===== config.mk =====
export PLATFORM = sky130hd
export DESIGN_NAME = core_top
export DESIGN_NICKNAME = d
export VERILOG_FILES = /design/src/verilog/core_pkg.sv /design/src/verilog/regfile_if.sv /design/src/verilog/core_top.sv /design/src/verilog/decode_stage.sv /design/src/verilog/execute_stage.sv /design/src/verilog/pipe_reg.sv /design/src/verilog/writeback_stage.sv
export VERILOG_INCLUDE_DIRS = /design/src /design/src/verilog
export SDC_FILE = /design/constraint.sdc
export NUM_CORES = 2
export LEC_CHECK = 0
export BUFFER_PORTS_ARGS = -buffer_cell sky130_fd_sc_hd__buf_2
export CORE_AREA = 3 3 345 347
export DETAILED_ROUTE_END_ITERATION = 12
export DIE_AREA = 0 0 348 350
export GPL_ROUTABILITY_DRIVEN = 0
export HOLD_SLACK_MARGIN = 0.03
export PLACE_DENSITY = 0.76
export SYNTH_ARGS = -nofsm -noshare
export SYNTH_HDL_FRONTEND = slang
export SYNTH_SLANG_ARGS = --single-unit
export TNS_END_PERCENT = 30

===== constraint.sdc =====
create_clock -name clk_i -period 10.8 [get_ports clk_i]
set_input_delay 0.54 -clock clk_i [delete_from_list [all_inputs] [get_ports clk_i]]
set_output_delay 0.54 -clock clk_i [all_outputs]
set_load 0.1 [all_outputs]

===== src/verilog/core_settings.svh =====
// Core widths for RV32I only; CORE_REG_ADDR_W must equal $clog2(CORE_NR_REGS)
`ifndef CORE_SETTINGS_SVH
`define CORE_SETTINGS_SVH

// Data path width
`define CORE_XLEN 32

// Architectural register file
`define CORE_NR_REGS 32
`define CORE_REG_ADDR_W 5

// Fetched instruction word, no compressed encodings
`define CORE_INSTR_W 32

`endif


===== src/verilog/core_pkg.sv =====
// Types for the integer pipeline; only OP and OP-IMM encodings are covered here
`default_nettype none

`include "core_settings.svh"

package core_pkg;

    // ------------------------------
    // ALU operations
    // ------------------------------
    typedef enum logic [3:0] {
        ALU_ADD,
        ALU_SUB,
        ALU_SLL,
        ALU_SLT,
        ALU_SLTU,
        ALU_XOR,
        ALU_SRL,
        ALU_SRA,
        ALU_OR,
        ALU_AND
    } alu_op_e;

    // ------------------------------
    // Major opcodes
    // ------------------------------
    localparam logic [6:0] OPCODE_OP     = 7'b0110011;
    localparam logic [6:0] OPCODE_OP_IMM = 7'b0010011;

    // ------------------------------
    // Stage payloads
    // ------------------------------

    // Decode to execute, operands already read
    typedef struct packed {
        alu_op_e                     alu_op;
        logic [`CORE_XLEN-1:0]       operand_a;
        logic [`CORE_XLEN-1:0]       operand_b;
        logic [`CORE_REG_ADDR_W-1:0] rd;
        logic                        we;
        logic                        illegal;
    } decoded_op_t;

    // Execute to writeback
    typedef struct packed {
        logic [`CORE_REG_ADDR_W-1:0] rd;
        logic [`CORE_XLEN-1:0]       data;
        logic                        we;
        logic                        illegal;
    } result_t;

endpackage

`default_nettype wire


===== src/verilog/regfile_if.sv =====
// Two read ports and one write port; write signals double as the hazard clear
`timescale 1ns/1ps
`default_nettype none

`include "core_settings.svh"

interface regfile_if;

    // Read side, addresses from decode
    logic [`CORE_REG_ADDR_W-1:0] rs1_addr;
    logic [`CORE_REG_ADDR_W-1:0] rs2_addr;
    logic [`CORE_XLEN-1:0]       rs1_data;
    logic [`CORE_XLEN-1:0]       rs2_data;

    // Write side, one write per committed record
    logic                        wr_en;
    logic [`CORE_REG_ADDR_W-1:0] wr_addr;
    logic [`CORE_XLEN-1:0]       wr_data;

    modport dec (
        output rs1_addr, rs2_addr,
        input  rs1_data, rs2_data,
        input  wr_en, wr_addr, wr_data
    );

    modport wb (
        input  rs1_addr, rs2_addr,
        output rs1_data, rs2_data,
        output wr_en, wr_addr, wr_data
    );

endinterface

`default_nettype wire


===== src/verilog/core_top.sv =====
// In-order RV32I integer pipeline, two-cycle latency; no fetch, memory, CSR or traps
`timescale 1ns/1ps
`default_nettype none

`include "core_settings.svh"

module core_top (
    input  logic                        clk_i,
    input  logic                        rst_ni,
    input  logic                        instr_valid_i,
    input  logic [`CORE_INSTR_W-1:0]    instr_i,
    output logic                        instr_ready_o,
    output logic                        commit_valid_o,
    input  logic                        commit_ready_i,
    output logic [`CORE_REG_ADDR_W-1:0] commit_rd_o,
    output logic [`CORE_XLEN-1:0]       commit_data_o,
    output logic                        commit_we_o,
    output logic                        commit_illegal_o
);

    // ------------------------------
    // Stage wires
    // ------------------------------
    logic                  dec_valid;
    core_pkg::decoded_op_t dec_op;
    logic                  dec_ready;

    logic                  ex_in_valid;
    core_pkg::decoded_op_t ex_in_op;
    logic                  ex_in_ready;

    logic                  ex_valid;
    core_pkg::result_t     ex_res;
    logic                  ex_ready;

    logic                  wb_valid;
    core_pkg::result_t     wb_res;
    logic                  wb_ready;

    regfile_if u_rf_if ();

    decode_stage u_decode (
        .clk_i         (clk_i),
        .rst_ni        (rst_ni),
        .instr_valid_i (instr_valid_i),
        .instr_i       (instr_i),
        .instr_ready_o (instr_ready_o),
        .op_valid_o    (dec_valid),
        .op_o          (dec_op),
        .op_ready_i    (dec_ready),
        .rf            (u_rf_if.dec)
    );

    pipe_reg #(
        .T (core_pkg::decoded_op_t)
    ) u_dec_reg (
        .clk_i   (clk_i),
        .rst_ni  (rst_ni),
        .valid_i (dec_valid),
        .data_i  (dec_op),
        .ready_o (dec_ready),
        .valid_o (ex_in_valid),
        .data_o  (ex_in_op),
        .ready_i (ex_in_ready)
    );

    execute_stage u_execute (
        .op_valid_i  (ex_in_valid),
        .op_i        (ex_in_op),
        .op_ready_o  (ex_in_ready),
        .res_valid_o (ex_valid),
        .res_o       (ex_res),
        .res_ready_i (ex_ready)
    );

    pipe_reg #(
        .T (core_pkg::result_t)
    ) u_ex_reg (
        .clk_i   (clk_i),
        .rst_ni  (rst_ni),
        .valid_i (ex_valid),
        .data_i  (ex_res),
        .ready_o (ex_ready),
        .valid_o (wb_valid),
        .data_o  (wb_res),
        .ready_i (wb_ready)
    );

    writeback_stage u_writeback (
        .clk_i            (clk_i),
        .rst_ni           (rst_ni),
        .res_valid_i      (wb_valid),
        .res_i            (wb_res),
        .res_ready_o      (wb_ready),
        .commit_valid_o   (commit_valid_o),
        .commit_ready_i   (commit_ready_i),
        .commit_rd_o      (commit_rd_o),
        .commit_data_o    (commit_data_o),
        .commit_we_o      (commit_we_o),
        .commit_illegal_o (commit_illegal_o),
        .rf               (u_rf_if.wb)
    );

endmodule

`default_nettype wire


===== src/verilog/decode_stage.sv =====
// RV32I OP/OP-IMM decode only; one pending write per register, stalls on any RAW/WAW
`timescale 1ns/1ps
`default_nettype none

`include "core_settings.svh"

module decode_stage (
    input  logic                     clk_i,
    input  logic                     rst_ni,
    input  logic                     instr_valid_i,
    input  logic [`CORE_INSTR_W-1:0] instr_i,
    output logic                     instr_ready_o,
    output logic                     op_valid_o,
    output core_pkg::decoded_op_t    op_o,
    input  logic                     op_ready_i,
    regfile_if.dec                   rf
);

    localparam logic [6:0] FUNCT7_BASE = 7'b0000000;
    localparam logic [6:0] FUNCT7_ALT  = 7'b0100000;
    localparam int unsigned SHAMT_W    = $clog2(`CORE_XLEN);

    logic [6:0]                  opcode;
    logic [2:0]                  funct3;
    logic [6:0]                  funct7;
    logic [`CORE_REG_ADDR_W-1:0] rs1;
    logic [`CORE_REG_ADDR_W-1:0] rs2;
    logic [`CORE_REG_ADDR_W-1:0] rd;
    logic                        is_op;
    logic                        is_op_imm;
    logic                        illegal;
    logic                        we;
    core_pkg::alu_op_e           alu_op;
    logic [`CORE_XLEN-1:0]       imm;
    logic [`CORE_NR_REGS-1:0]    pending_q;
    logic [`CORE_NR_REGS-1:0]    busy;
    logic [`CORE_NR_REGS-1:0]    clr_mask;
    logic [`CORE_NR_REGS-1:0]    set_mask;
    logic                        stall;
    logic                        issue;

    assign opcode    = instr_i[6:0];
    assign funct3    = instr_i[14:12];
    assign funct7    = instr_i[31:25];
    assign rd        = instr_i[11:7];
    assign rs1       = instr_i[19:15];
    assign rs2       = instr_i[24:20];
    assign is_op     = (opcode == core_pkg::OPCODE_OP);
    assign is_op_imm = (opcode == core_pkg::OPCODE_OP_IMM);

    // ------------------------------
    // Field decode
    // ------------------------------
    always_comb begin : field_decode
        alu_op  = core_pkg::ALU_ADD;
        illegal = 1'b0;
        imm     = {{(`CORE_XLEN-12){instr_i[31]}}, instr_i[31:20]};
        if (is_op) begin
            case ({funct7, funct3})
                {FUNCT7_BASE, 3'b000}: alu_op = core_pkg::ALU_ADD;
                {FUNCT7_ALT,  3'b000}: alu_op = core_pkg::ALU_SUB;
                {FUNCT7_BASE, 3'b001}: alu_op = core_pkg::ALU_SLL;
                {FUNCT7_BASE, 3'b010}: alu_op = core_pkg::ALU_SLT;
                {FUNCT7_BASE, 3'b011}: alu_op = core_pkg::ALU_SLTU;
                {FUNCT7_BASE, 3'b100}: alu_op = core_pkg::ALU_XOR;
                {FUNCT7_BASE, 3'b101}: alu_op = core_pkg::ALU_SRL;
                {FUNCT7_ALT,  3'b101}: alu_op = core_pkg::ALU_SRA;
                {FUNCT7_BASE, 3'b110}: alu_op = core_pkg::ALU_OR;
                {FUNCT7_BASE, 3'b111}: alu_op = core_pkg::ALU_AND;
                default:               illegal = 1'b1;
            endcase
        end else if (is_op_imm) begin
            case (funct3)
                3'b000: alu_op = core_pkg::ALU_ADD;
                3'b010: alu_op = core_pkg::ALU_SLT;
                3'b011: alu_op = core_pkg::ALU_SLTU;
                3'b100: alu_op = core_pkg::ALU_XOR;
                3'b110: alu_op = core_pkg::ALU_OR;
                3'b111: alu_op = core_pkg::ALU_AND;
                3'b001: begin
                    alu_op  = core_pkg::ALU_SLL;
                    illegal = (funct7 != FUNCT7_BASE);
                end
                default: begin
                    // funct3 101 picks logical or arithmetic right shift
                    alu_op  = (funct7 == FUNCT7_ALT) ? core_pkg::ALU_SRA : core_pkg::ALU_SRL;
                    illegal = (funct7 != FUNCT7_BASE) && (funct7 != FUNCT7_ALT);
                end
            endcase
            if (funct3 == 3'b001 || funct3 == 3'b101) begin
                imm = {{(`CORE_XLEN-SHAMT_W){1'b0}}, instr_i[20 +: SHAMT_W]};
            end
        end else begin
            illegal = 1'b1;
        end
    end

    // x0 and illegal words never reach the register file
    assign we = !illegal && (rd != '0);

    // ------------------------------
    // Pending writes and stall
    // ------------------------------
    always_comb begin : pending_masks
        clr_mask = '0;
        set_mask = '0;
        if (rf.wr_en) begin
            clr_mask[rf.wr_addr] = 1'b1;
        end
        if (issue && we) begin
            set_mask[rd] = 1'b1;
        end
    end

    // A write committing this cycle is bypassed, so it no longer blocks
    assign busy = pending_q & ~clr_mask;

    assign stall = instr_valid_i && !illegal &&
                   (busy[rs1] || (is_op && busy[rs2]) || (we && busy[rd]));

    assign instr_ready_o = op_ready_i && !stall;
    assign issue         = instr_valid_i && instr_ready_o;

    always_ff @(posedge clk_i or negedge rst_ni) begin
        if (!rst_ni) begin
            pending_q <= '0;
        end else begin
            pending_q <= busy | set_mask;
        end
    end

    // ------------------------------
    // Operand read and output
    // ------------------------------
    assign rf.rs1_addr = rs1;
    assign rf.rs2_addr = rs2;

    assign op_valid_o        = instr_valid_i && !stall;
    assign op_o.alu_op       = alu_op;
    assign op_o.operand_a    = rf.rs1_data;
    assign op_o.operand_b    = is_op ? rf.rs2_data : imm;
    assign op_o.rd           = rd;
    assign op_o.we           = we;
    assign op_o.illegal      = illegal;

endmodule

`default_nettype wire


===== src/verilog/execute_stage.sv =====
// Single-cycle integer ALU, no multiply or divide; handshake passes straight through
`timescale 1ns/1ps
`default_nettype none

`include "core_settings.svh"

module execute_stage (
    input  logic                  op_valid_i,
    input  core_pkg::decoded_op_t op_i,
    output logic                  op_ready_o,
    output logic                  res_valid_o,
    output core_pkg::result_t     res_o,
    input  logic                  res_ready_i
);

    localparam int unsigned SHAMT_W = $clog2(`CORE_XLEN);

    logic [`CORE_XLEN-1:0] a;
    logic [`CORE_XLEN-1:0] b;
    logic [SHAMT_W-1:0]    shamt;
    logic [`CORE_XLEN-1:0] result;

    assign a     = op_i.operand_a;
    assign b     = op_i.operand_b;
    assign shamt = b[SHAMT_W-1:0];

    always_comb begin : alu
        case (op_i.alu_op)
            core_pkg::ALU_ADD:  result = a + b;
            core_pkg::ALU_SUB:  result = a - b;
            core_pkg::ALU_SLL:  result = a << shamt;
            core_pkg::ALU_SLT:  result = {{(`CORE_XLEN-1){1'b0}}, $signed(a) < $signed(b)};
            core_pkg::ALU_SLTU: result = {{(`CORE_XLEN-1){1'b0}}, a < b};
            core_pkg::ALU_XOR:  result = a ^ b;
            core_pkg::ALU_SRL:  result = a >> shamt;
            core_pkg::ALU_SRA:  result = $unsigned($signed(a) >>> shamt);
            core_pkg::ALU_OR:   result = a | b;
            core_pkg::ALU_AND:  result = a & b;
            default:            result = '0;
        endcase
    end

    // Illegal words carry no data
    assign res_o.rd      = op_i.rd;
    assign res_o.data    = op_i.illegal ? '0 : result;
    assign res_o.we      = op_i.we;
    assign res_o.illegal = op_i.illegal;

    assign res_valid_o = op_valid_i;
    assign op_ready_o  = res_ready_i;

endmodule

`default_nettype wire


===== src/verilog/pipe_reg.sv =====
// One-entry register slice; ready_o combinationally follows ready_i when full
`timescale 1ns/1ps
`default_nettype none

module pipe_reg #(
    parameter type T = logic
) (
    input  logic clk_i,
    input  logic rst_ni,
    input  logic valid_i,
    input  T     data_i,
    output logic ready_o,
    output logic valid_o,
    output T     data_o,
    input  logic ready_i
);

    logic valid_q;
    T     data_q;

    // Free slot, or the held item leaves this cycle
    assign ready_o = !valid_q || ready_i;

    always_ff @(posedge clk_i or negedge rst_ni) begin
        if (!rst_ni) begin
            valid_q <= 1'b0;
        end else if (ready_o) begin
            valid_q <= valid_i;
        end
    end

    always_ff @(posedge clk_i) begin
        if (ready_o && valid_i) begin
            data_q <= data_i;
        end
    end

    assign valid_o = valid_q;
    assign data_o  = data_q;

endmodule

`default_nettype wire


===== src/verilog/writeback_stage.sv =====
// Flop-based register file with write-to-read bypass; writes only on the commit handshake
`timescale 1ns/1ps
`default_nettype none

`include "core_settings.svh"

module writeback_stage (
    input  logic                        clk_i,
    input  logic                        rst_ni,
    input  logic                        res_valid_i,
    input  core_pkg::result_t           res_i,
    output logic                        res_ready_o,
    output logic                        commit_valid_o,
    input  logic                        commit_ready_i,
    output logic [`CORE_REG_ADDR_W-1:0] commit_rd_o,
    output logic [`CORE_XLEN-1:0]       commit_data_o,
    output logic                        commit_we_o,
    output logic                        commit_illegal_o,
    regfile_if.wb                       rf
);

    logic [`CORE_XLEN-1:0] regs_q [`CORE_NR_REGS];
    logic                  commit_fire;

    // ------------------------------
    // Commit handshake
    // ------------------------------
    assign commit_valid_o   = res_valid_i;
    assign res_ready_o      = commit_ready_i;
    assign commit_rd_o      = res_i.rd;
    assign commit_data_o    = res_i.data;
    assign commit_we_o      = res_i.we;
    assign commit_illegal_o = res_i.illegal;

    assign commit_fire = res_valid_i && commit_ready_i;

    // Also seen by decode to release the pending bit
    assign rf.wr_en   = commit_fire && res_i.we;
    assign rf.wr_addr = res_i.rd;
    assign rf.wr_data = res_i.data;

    // ------------------------------
    // Register storage
    // ------------------------------
    always_ff @(posedge clk_i or negedge rst_ni) begin
        if (!rst_ni) begin
            for (int i = 0; i < `CORE_NR_REGS; i++) begin
                regs_q[i] <= '0;
            end
        end else if (rf.wr_en) begin
            regs_q[rf.wr_addr] <= rf.wr_data;
        end
    end

    // Read ports, x0 hardwired, same-cycle write forwarded
    always_comb begin : read_ports
        rf.rs1_data = regs_q[rf.rs1_addr];
        if (rf.wr_en && (rf.wr_addr == rf.rs1_addr)) begin
            rf.rs1_data = rf.wr_data;
        end
        if (rf.rs1_addr == '0) begin
            rf.rs1_data = '0;
        end

        rf.rs2_data = regs_q[rf.rs2_addr];
        if (rf.wr_en && (rf.wr_addr == rf.rs2_addr)) begin
            rf.rs2_data = rf.wr_data;
        end
        if (rf.rs2_addr == '0) begin
            rf.rs2_data = '0;
        end
    end

endmodule

`default_nettype wire

==> results.json <==
{
  "status": "finished, final reports clean",
  "synth_cell_type_count": 97,
  "fin_util_pct": 64.77,
  "drive_gt1_share_pct": 40.28,
  "syn_area_per_cell_sq_um": 13.13,
  "cts_inserted_buffers": 120,
  "fin_crit_sh_pct": 50.69,
  "postCtsSetupBuffers": 0,
  "fmax_mhz": 182.6,
  "die_y_um": 350,
  "crit_buf_inv": 1,
  "vias": 49796,
  "critPathCaptureType": "output pin",
  "async_flop_share_pct": 90.27,
  "initial_core_util_pct": 60.00,
  "min_period_ns": 5.475,
  "wirelength_mm": 219.7,
  "io_pins": 77,
  "die_x_um": 348,
  "clockBufferDepth": 3,
  "cts_sinks": 1172,
  "drc": 0,
  "cts.clk_slew.worst_paths_ns": 0.06,
  "setup_viol": 0,
  "p_total_w": 0.01174,
  "die-area_sq_um": 121800,
  "post-route-cell-area_sq_um": 75270,
  "grt_max_degree": 184,
  "synth_cells": 5310,
  "port_buffers": 76,
  "synth_nets": 5445,
  "clockRootBuffer": "clkbuf_16",
  "cp_slowest_cell": "nand4b_1",
  "synth-seq-cells": 1172,
  "maxSlewHeadroom_pct": 15.43,
  "finClkSkew_ns": 0.03905,
  "worstMarginPinSlew_ns": 1.269,
  "finalHoldViolations": 0,
  "ys_warn_count": 0,
  "ctsResizeCount": 0,
  "drtPass1Iterations": 9,
  "grt_pass1_vias": 50364,
  "synth_area_sq_um": 69720,
  "drtIter0Drc": 6980,
  "fill_cells": 8398,
  "avgRoutedWirePerCell_um": 32.58,
  "clock_latency_ns": 0.75,
  "final_common_cell": "mux2_2",
  "critPathKind": "flip-flop to output pin",
  "crit_chain": "nand4b_1 > o21ai_0 > mux4_2 > or3b_1 > o2111ai_1 > o311a_1 > a41oi_2 > a21oi_1 > a21boi_0 > buf_2",
  "grt_usage_pct": 36.20,
  "synth_edf_count": 114,
  "grt_pass1_wl_mm": 327.6,
  "path_max_fanout": 14,
  "nNetsFinal": 5252,
  "leakagePower_nw": 33.33,
  "arrival_ns": 4.93,
  "required_ns": 10.26,
  "slew_violations": 0,
  "ant_nets": 0,
  "cp_top_family": "compound AO/OA/AOI/OAI gates",
  "critical-path-max-stage-delay_ns": 0.97,
  "p_per_area_nw_per_um2": 155.9,
  "layout_common_cells": "1060 x mux2_2, 1058 x dfrtp_1, 576 x mux4_2, 265 x nor2_1, 250 x o21ai_0",
  "place_area_sq_um": 71280,
  "dp_hpwl_mm": 124.2,
  "grt_antenna_before_repair": 2,
  "maxCapViolations": 0,
  "yosysSeqAreaShare_pct": 42.88,
  "post-place-ws_ns": 5.550,
  "fin_ws_ns": 5.325,
  "fp.coreArea_sq_um": 116200,
  "synth_ff_type": "dfrtp_1",
  "rsz0062_at_grt": "false",
  "peakVddDrop_mv": 0.1488,
  "reg2reg_slack_ns": 5.38,
  "tritoncts": "done",
  "cts_hold_buf": 1,
  "drt-vias-per-instance": 7.384,
  "grt-ovfl-total": 0,
  "hold_path_class": "input pin to flip-flop",
  "h-tree-depth": 3,
  "startpoint_type": "flip-flop",
  "setup-tns-final_ns": 0,
  "rows": 125,
  "area.growth.synth_to_final_pct": 7.959
}
cells by family (layout without fill, tap and decap cells):
kind of cell / Yosys count / in the layout / share of synthesized area [%]
mux: 1860 / 1860 / 38.94
flops: 1172 / 1172 / 42.88
compound gates: 828 / 828 / 7.862
simple gates: 693 / 693 / 4.599
buf+inv: 623 / 531 / 3.464
fa+ha+maj: 99 / 99 / 1.798
xor+xnor: 35 / 35 / 0.4504
other cells: 0 / 2 / 0
per-layer routing:
metal	vias up	routed length [um]	share of wire [%]	track usage (%)
met4	6	12870	5.9	17.92
met3	773	26350	12	9.934
met5	-	39	0.018	0
li1	19999	-	-	-
met1	25648	81700	37	48.79
met2	3370	98730	45	54.71
where the power goes:
part / total [W] / switching [W] / leakage, nW / internal (W)
registers: 0.00532 / 0.000398 / 15.5 / 0.00492
logic: 0.00218 / 0.00111 / 15.8 / 0.00107
clock network: 0.00424 / 0.00180 / 1.98 / 0.00244
stage by stage:
stage / hold WS, ns / std cells
floorplan: 0.2444 / 5310
global placement: 0.4021 / 6518
detailed placement: 0.4045 / 6518
CTS: 0.07352 / 6742
global route: 0.09028 / 6742
finish: 0.1076 / 6744
cell usage after synthesis, drive strengths merged, types with 11 or more instances:
| cell type | n | area share, % |
|---|---|---|
| and3 | 13 | 0.12 |
| or3 | 18 | 0.16 |
| ha | 97 | 1.7 |
| o22ai | 21 | 0.21 |
| nand2b | 38 | 0.34 |
| edfxtp | 114 | 4.9 |
| a21oi | 148 | 1.1 |
| a221oi | 81 | 1.0 |
| mux4 | 576 | 19 |
| a22oi | 23 | 0.25 |
| nand2 | 202 | 1.1 |
| o31ai | 11 | 0.12 |
| o211ai | 54 | 0.58 |
| clkbuf | 335 | 1.8 |
| o21ai | 266 | 2.0 |
| inv | 111 | 0.60 |
| buf | 177 | 1.1 |
| dfrtp | 1058 | 38 |
| o21bai | 17 | 0.18 |
| nor3 | 35 | 0.27 |
| nand3 | 24 | 0.17 |
| mux2i | 223 | 3.2 |
| mux2 | 1061 | 17 |
| xnor2 | 27 | 0.35 |
| nor2b | 17 | 0.16 |
| nor2 | 279 | 1.5 |
| a31oi | 17 | 0.15 |
| a211oi | 64 | 0.69 |
| a21o | 19 | 0.20 |
state kept, by name (all words and copies together) (netlist names):
register	cells
u_dec_reg.data_o	75
u_ex_reg.data_o	39
u_decode.pending_q	32
u_dec_reg.valid_o	1
u_ex_reg.valid_o	1
u_writeback.regs_q	1024
worst min-delay path, cell delays in order:
cell     delay (ns)
buf_2          0.11
inv_1          0.04
o21ai_0        0.08
worst paths after layout:
check                                               from                                  end  cells past startpoint
setup reg to reg           u_ex_reg.data_o[34]$_DFFE_PP_   u_dec_reg.data_o[61]$_SDFFCE_PN0P_                     11
hold reg to reg            u_dec_reg.data_o[6]$_DFFE_PP_        u_ex_reg.data_o[38]$_DFFE_PP_                      0
max in group asynchronous                         rst_ni  u_writeback.regs_q[129]$_DFFE_PN0P_                      5
min in group asynchronous                         rst_ni  u_writeback.regs_q[201]$_DFFE_PN0P_                      2
hold / removal                             instr_valid_i        u_dec_reg.valid_o$_DFFE_PN0P_                      3
setup / recovery           u_ex_reg.data_o[34]$_DFFE_PP_                        instr_ready_o                     10
layout make-up:
cell class	count	area [sq um]	share of cell area, %
Multi-Input combinational cell	3515	37610	49.97
Sequential cell	1172	29900	39.72
Clock buffer	168	3428	4.555
Tap cell	1524	1907	2.533
Timing Repair Buffer	197	1460	1.940
Clock inverter	55	545.5	0.7247
Inverter	111	416.7	0.5535
Antenna cell	2	5.005	0.006649
(Power assumes the default switching activity.)
